--- config.mk ---
export PLATFORM = sky130hd
export DESIGN_NAME = hit_select_flat
export DESIGN_NICKNAME = d
export VERILOG_FILES = /design/src/design/mmu_pkg.sv /design/src/design/way_result_if.sv /design/src/design/hit_select.sv /design/src/flat_wrapper.sv
export VERILOG_INCLUDE_DIRS = /design/src /design/src/include
export SDC_FILE = /design/constraint.sdc
export NUM_CORES = 1
export LEC_CHECK = 0
export BUFFER_PORTS_ARGS = -buffer_cell sky130_fd_sc_hd__buf_4
export CORE_MARGIN = 1.5
export CORE_UTILIZATION = 43
export CTS_CLUSTER_DIAMETER = 60
export DETAILED_ROUTE_END_ITERATION = 7
export PLACE_DENSITY = 0.89
export SLEW_MARGIN = 0
export SYNTH_ARGS = -nofsm -noshare
export SYNTH_HDL_FRONTEND = slang
export SYNTH_SLANG_ARGS = --single-unit
--- constraint.sdc ---
create_clock -name clk -period 7.63 [get_ports clk]
set_input_delay 1.526 -clock clk [delete_from_list [all_inputs] [get_ports clk]]
set_output_delay 1.526 -clock clk [all_outputs]
set_load 0.1 [all_outputs]
--- src/include/mmu_defs.svh ---
// Shared one bit constants for the MMU walker logic
// Included by the RTL that sets and tests flags

`ifndef MMU_DEFS_SVH
`define MMU_DEFS_SVH

// Flag values
`define TRUE  1'b1
`define FALSE 1'b0

`endif

--- src/design/mmu_pkg.sv ---
// MMU package for the hashed page table walker
// Holds the page table entry and group layouts, the two views of a
// virtual address and the search result of one way

`default_nettype none

package mmu_pkg;

	// ==============================
	// Group geometry
	// ==============================

	// Entries held in one page table group, searched in parallel
	localparam int PTE_PER_PTG = 4;

	// ==============================
	// Page table entry
	// ==============================

	// One translation. The full 20 bit vpn is stored even for a superpage,
	// which only compares its upper ten bits
	typedef struct packed {
		logic        v;
		logic        g;
		logic        s;
		logic [7:0]  asid;
		logic [19:0] vpn;
		logic [19:0] ppn;
	} pte_t;

	// A group is read from the table as one wide word
	typedef pte_t [PTE_PER_PTG-1:0] ptg_t;

	// ==============================
	// Virtual address views
	// ==============================

	// 4 KB page view
	typedef struct packed {
		logic [19:0] vpn;
		logic [11:0] offset;
	} page_view_t;

	// 4 MB superpage view
	typedef struct packed {
		logic [9:0]  vpn_hi;
		logic [21:0] offset;
	} super_view_t;

	// The same 32 bit miss address decoded either way
	typedef union packed {
		page_view_t  page;
		super_view_t superpg;
	} virtual_address_t;

	// Chosen translation before it is registered at the response port
	typedef struct packed {
		logic found;
		pte_t pte;
	} way_result_t;

endpackage

`default_nettype wire

--- src/design/way_result_if.sv ---
// Way result interface
// Carries the registered search result of one hash way to the combiner
// and returns the pipeline stall from the combiner

`timescale 1ns/1ps
`default_nettype none

interface way_result_if import mmu_pkg::*; ();

	// Result of the group search, one entry per lookup in flight
	logic       valid;
	logic       found;
	pte_t       pte;
	logic [1:0] slot;

	// High while the response port is blocked. Every stage holds
	logic       stall;

	// The way drives the result and obeys stall
	modport source (
		output valid, found, pte, slot,
		input  stall
	);

	// The combiner reads the result and owns stall
	modport sink (
		input  valid, found, pte, slot,
		output stall
	);

endinterface

`default_nettype wire

--- src/design/hit_select.sv ---
// Hit combiner for the two hash ways
// Picks the primary hit, then the secondary hit, else reports a miss.
// Registers the response and stalls the ways until it is taken

`timescale 1ns/1ps
`default_nettype none

`include "mmu_defs.svh"

module hit_select import mmu_pkg::*; (
	input  logic        clk,
	input  logic        reset,
	way_result_if.sink  pri,
	way_result_if.sink  sec,
	output logic        rsp_valid,
	input  logic        rsp_ready,
	output logic        rsp_found,
	output logic        rsp_secondary,
	output logic [1:0]  rsp_slot,
	output pte_t        rsp_pte
);

	logic        stall;
	way_result_t pick;
	logic        pick_secondary;
	logic [1:0]  pick_slot;

	// ==============================
	// Back-pressure
	// ==============================

	// A response that is not taken freezes the whole pipe
	assign stall = rsp_valid && !rsp_ready;
	assign pri.stall = stall;
	assign sec.stall = stall;

	// ==============================
	// Priority choice
	// ==============================

	// Primary first. A miss in both ways returns a zero entry and slot
	always_comb begin
		pick = '0;
		pick_secondary = `FALSE;
		pick_slot = '0;
		if (pri.found) begin
			pick.found = `TRUE;
			pick.pte = pri.pte;
			pick_slot = pri.slot;
		end else if (sec.found) begin
			pick.found = `TRUE;
			pick.pte = sec.pte;
			pick_secondary = `TRUE;
			pick_slot = sec.slot;
		end
	end

	// Both ways advance together, so their valids are in step
	always_ff @(posedge clk) begin
		if (reset) begin
			rsp_valid <= `FALSE;
		end else if (!stall) begin
			rsp_valid <= pri.valid && sec.valid;
		end
	end

	// Response payload, held while stalled
	always_ff @(posedge clk) begin
		if (!stall) begin
			rsp_found <= pick.found;
			rsp_pte <= pick.pte;
			rsp_secondary <= pick_secondary;
			rsp_slot <= pick_slot;
		end
	end

endmodule

`default_nettype wire

--- src/flat_wrapper.sv ---
// flat-port wrapper written by rule: the top's interface ports become plain ports
module hit_select_flat import mmu_pkg::*;
  (clk, reset, rsp_valid, rsp_ready, rsp_found, rsp_secondary, rsp_slot, rsp_pte, pri_valid, pri_found, pri_pte, pri_slot, pri_stall, sec_valid, sec_found, sec_pte, sec_slot, sec_stall);
  way_result_if pri_i ();
  way_result_if sec_i ();
  input  logic clk;
  input  logic reset;
  output logic rsp_valid;
  input  logic rsp_ready;
  output logic rsp_found;
  output logic rsp_secondary;
  output logic [1:0] rsp_slot;
  output pte_t rsp_pte;
  input wire logic [$bits(pri_i.valid)-1:0] pri_valid;
  input wire logic [$bits(pri_i.found)-1:0] pri_found;
  input wire logic [$bits(pri_i.pte)-1:0] pri_pte;
  input wire logic [$bits(pri_i.slot)-1:0] pri_slot;
  output wire logic [$bits(pri_i.stall)-1:0] pri_stall;
  input wire logic [$bits(sec_i.valid)-1:0] sec_valid;
  input wire logic [$bits(sec_i.found)-1:0] sec_found;
  input wire logic [$bits(sec_i.pte)-1:0] sec_pte;
  input wire logic [$bits(sec_i.slot)-1:0] sec_slot;
  output wire logic [$bits(sec_i.stall)-1:0] sec_stall;
  assign pri_i.valid = pri_valid;
  assign pri_i.found = pri_found;
  assign pri_i.pte = pri_pte;
  assign pri_i.slot = pri_slot;
  assign pri_stall = pri_i.stall;
  assign sec_i.valid = sec_valid;
  assign sec_i.found = sec_found;
  assign sec_i.pte = sec_pte;
  assign sec_i.slot = sec_slot;
  assign sec_stall = sec_i.stall;
  hit_select u_core (.clk(clk), .reset(reset), .pri(pri_i), .sec(sec_i), .rsp_valid(rsp_valid), .rsp_ready(rsp_ready), .rsp_found(rsp_found), .rsp_secondary(rsp_secondary), .rsp_slot(rsp_slot), .rsp_pte(rsp_pte));
endmodule
==> summary.txt <==
Placed design
  – Port buffer count: 170
  – Placed cell count: 358
  – Post-placement worst setup slack: 3.42 ns
  – HPWL Detailed: 4.16 mm
  – Placed cell areas: 0.00355 mm²
  – GPL Wtd Cong: 0.740

Min path
  – Hold Crit Start: u_core.rsp_valid
  – Hold path depth: 2
  – Worst min-delay path endpoint: u_core.rsp_pte[35]
  – Hold crit path type: reg -> reg

Worst setup path
  – Critical Path RT: 6.10 ns
  – Setup crit end kind: output port
  – Slowest stage cell, crit path: buf_4
  – R2r endpoint: u_core.rsp_pte[16]
  – Reg-to-reg startpoint: u_core.rsp_valid
  – Arrival @ worst endpoint: 2.66 ns
  – Worst-path fanout max: 57
  – Max incr delay on CP: 0.55 ns
  – FF-to-FF setup slack: 6.29 ns
  – CP most frequent cell: buf_4
  – Cell Chain, Critical Path: buf_4 -> nand2b_2 -> buf_4 -> inv_1 -> buf_4
  – Setup crit start kind: primary input
  – CP Class: in -> out
  – Worst R2R Path Depth: 2

Global routing
  – Global-route total usage across every layer: 19.5%
  – Largest net degree at the start of global routing: 58
  – First-pass GRT wire length: 8.74 mm
  – Antenna violations before repair: 0
  – GRT overflow: 0
  – Vias in the first global route: 1789

Logic synthesis
  – Synth Area in Adders: 0%
  – Flops & latches, synth: 56
  – Multiplexer area fraction after synthesis: 0%
  – EDFF count, synth: 55
  – Top FF cell, synth: edfxtp_1
  – Mapped cell area: 0.00230 mm²
  – Cell taking the most area after synthesis: edfxtp_1
  – Synth top area share: 71.9%
  – Synth Instances: 130
  – Most frequent cell after synthesis: edfxtp_1
  – Post-Synth Simple-Gate Area: 1.63%
  – Mapped Nets: 243
  – Post-synthesis sequential area ratio: 72.7%
  – Largest family of logic cells by synthesized area: compound AO/OA/AOI/OAI gates
  – Synth Area in Compound Gates: 20.3%
  – Fraction of registers with async set/reset: 0%
  – Post-Synth XOR/XNOR Area: 0%
  – Area contributors post-synth: edfxtp_1 72%, a22o_1 20%, buf_6 2.9%, buf_4 2.3%, dfxtp_1 0.87%
  – Synth Area per Inst: 17.7 µm²
  – Syn. warnings: 0
  – Yosys cell types: 12
  – Commonest cells post-synth: 55 x edfxtp_1, 52 x a22o_1, 7 x buf_4

Timing
  – Final hold violation count: 0
  – Worst-Margin Slew: 1.17 ns
  – Setup Total Neg Slack: 0 ns
  – Minimum clock period: 4.18 ns
  – Max-slew violation count: 0
  – Clk_skew: 0.0121 ns
  – Worst slew margin: 22.0%
  – Final WS setup: 3.45 ns
  – RSZ-0062 raised after global routing: false
  – Fin crit share: 54.8%
  – Setup-failing EPs final: 0
  – Max Fclk: 239 MHz

Clocking
  – Worst-path clk slew: 0.09 ns
  – CTS H-Tree Depth: 2
  – Cell at the root of the clock tree: clkbuf_8
  – Num Clock Sinks: 56
  – Setup Buffers After CTS: 0
  – Worst-skew pair later-pin latency: 0.31 ns
  – CTS tree: done
  – Resized cells post-CTS: 0
  – Clock buffer depth: 2
  – Hold_buf cts: 0
  – Num CTS Buffers: 5

Power
  – Worst vdd ir: 0.127 mV
  – Power Total: 0.855 mW
  – P per Cell Area: 235 mW/mm²
  – Static power due to leakage: 1.70 nW

Routing
  – Drt total wl: 5.77 mm
  – Avg WL per Cell: 15.8 µm
  – Drt pass-1 iters: 4
  – DRC Markers: 0
  – Vias: 1799
  – Via density: 4.92
  – DRT iter0 DRCs: 41
  – DRT antenna net count: 0

Cells and area
  – Cell area after layout: 0.00364 mm²
  – Non-Filler Instances: 366
  – # diodes: 0
  – Final #Nets: 408
  – P&R area growth vs syn: 58.4%
  – Layout cells sized above 1: 61.1%

Floorplanning
  – Row Count: 26
  – Chip Width: 76.1 µm
  – Initial core utilization: 44.7%
  – IO Pins: 171
  – DIE HEIGHT: 76.1 µm
  – Die area: 0.00579 mm²
  – Total core area: 0.00514 mm²

Run
  – Max_cap viols: 0

Run status
  – Status: completed
==> cell families (layout without fill, tap and decap cells) <==
| group | count (synthesis) | count (layout) |
|---|---|---|
| and+or+nand+nor | 6 | 6 |
| DFF | 56 | 56 |
| AOI/OAI and AO/OA | 54 | 54 |
| buffers and inverters | 14 | 180 |
==> metal layers <==
| layer | track usage [%] | part of all wire [%] | vias to the layer above |
|---|---|---|---|
| met3 | 7.66 | 11 | 6 |
| met5 | 0 | 0 | - |
| li1 | - | - | 867 |
| met2 | 35.5 | 52 | 109 |
| met4 | 6.48 | 1.2 | 0 |
| met1 | 20.6 | 36 | 817 |
==> state kept, by name (all words and copies together) (netlist names) <==
signal	cells
u_core.rsp_secondary	1
u_core.rsp_found	1
u_core.rsp_pte	51
u_core.rsp_slot	2
u_core.rsp_valid	1
==> placed cells by master (no fill, tap or decap), drive strengths merged, types with 2 or more instances in the layout <==
| cell type | synthesis | layout |
|---|---|---|
| nand2 | 3 | 3 |
| clkinvlp | 0 | 2 |
| a22o | 52 | 52 |
| edfxtp | 55 | 55 |
| buf | 13 | 171 |
| clkbuf | 0 | 5 |
==> power breakdown <==
group	switching, mW	total, mW	leakage, nW	internal (mW)
clock network	0.0932	0.157	0.0378	0.0636
logic	0.237	0.322	1.05	0.0854
registers	0.00702	0.375	0.614	0.368
==> critical path, delay by kind of cell <==
kind,cells,cell delay (ns)
buffers and inverters,4,1.02
and+or+nand+nor,1,0.09
==> worst max-delay path by stage <==
stage / slack [ns] / startpoint / end
2_1_floorplan: 1.69 / rsp_ready / sec_stall
3_3_place_gp: 3.46 / rsp_ready / pri_stall
3_5_place_dp: 3.42 / rsp_ready / pri_stall
4_1_cts: 3.42 / rsp_ready / pri_stall
5_1_grt: 3.34 / rsp_ready / pri_stall
6_report: 3.45 / rsp_ready / pri_stall
==> stage by stage <==
stage,utilization [%],hold WS [ns]
finish,70.8,1.01
global route,70.8,1.07
CTS,70.8,1.04
detailed placement,69.1,1.02
global placement,69.1,0.994
floorplan,-,1.60
==> final cells by class <==
cell class                 instances  area, µm²
clock buffer                       5       68.8
clock inverter                     3       18.8
fill                             377       1500
inverter                           1       3.75
multi-input combinational         60        505
sequential                        56       1670
tap                               70       87.6
timing repair buffer             171       1280
Note: power is estimated with default switching activity, not from simulation.
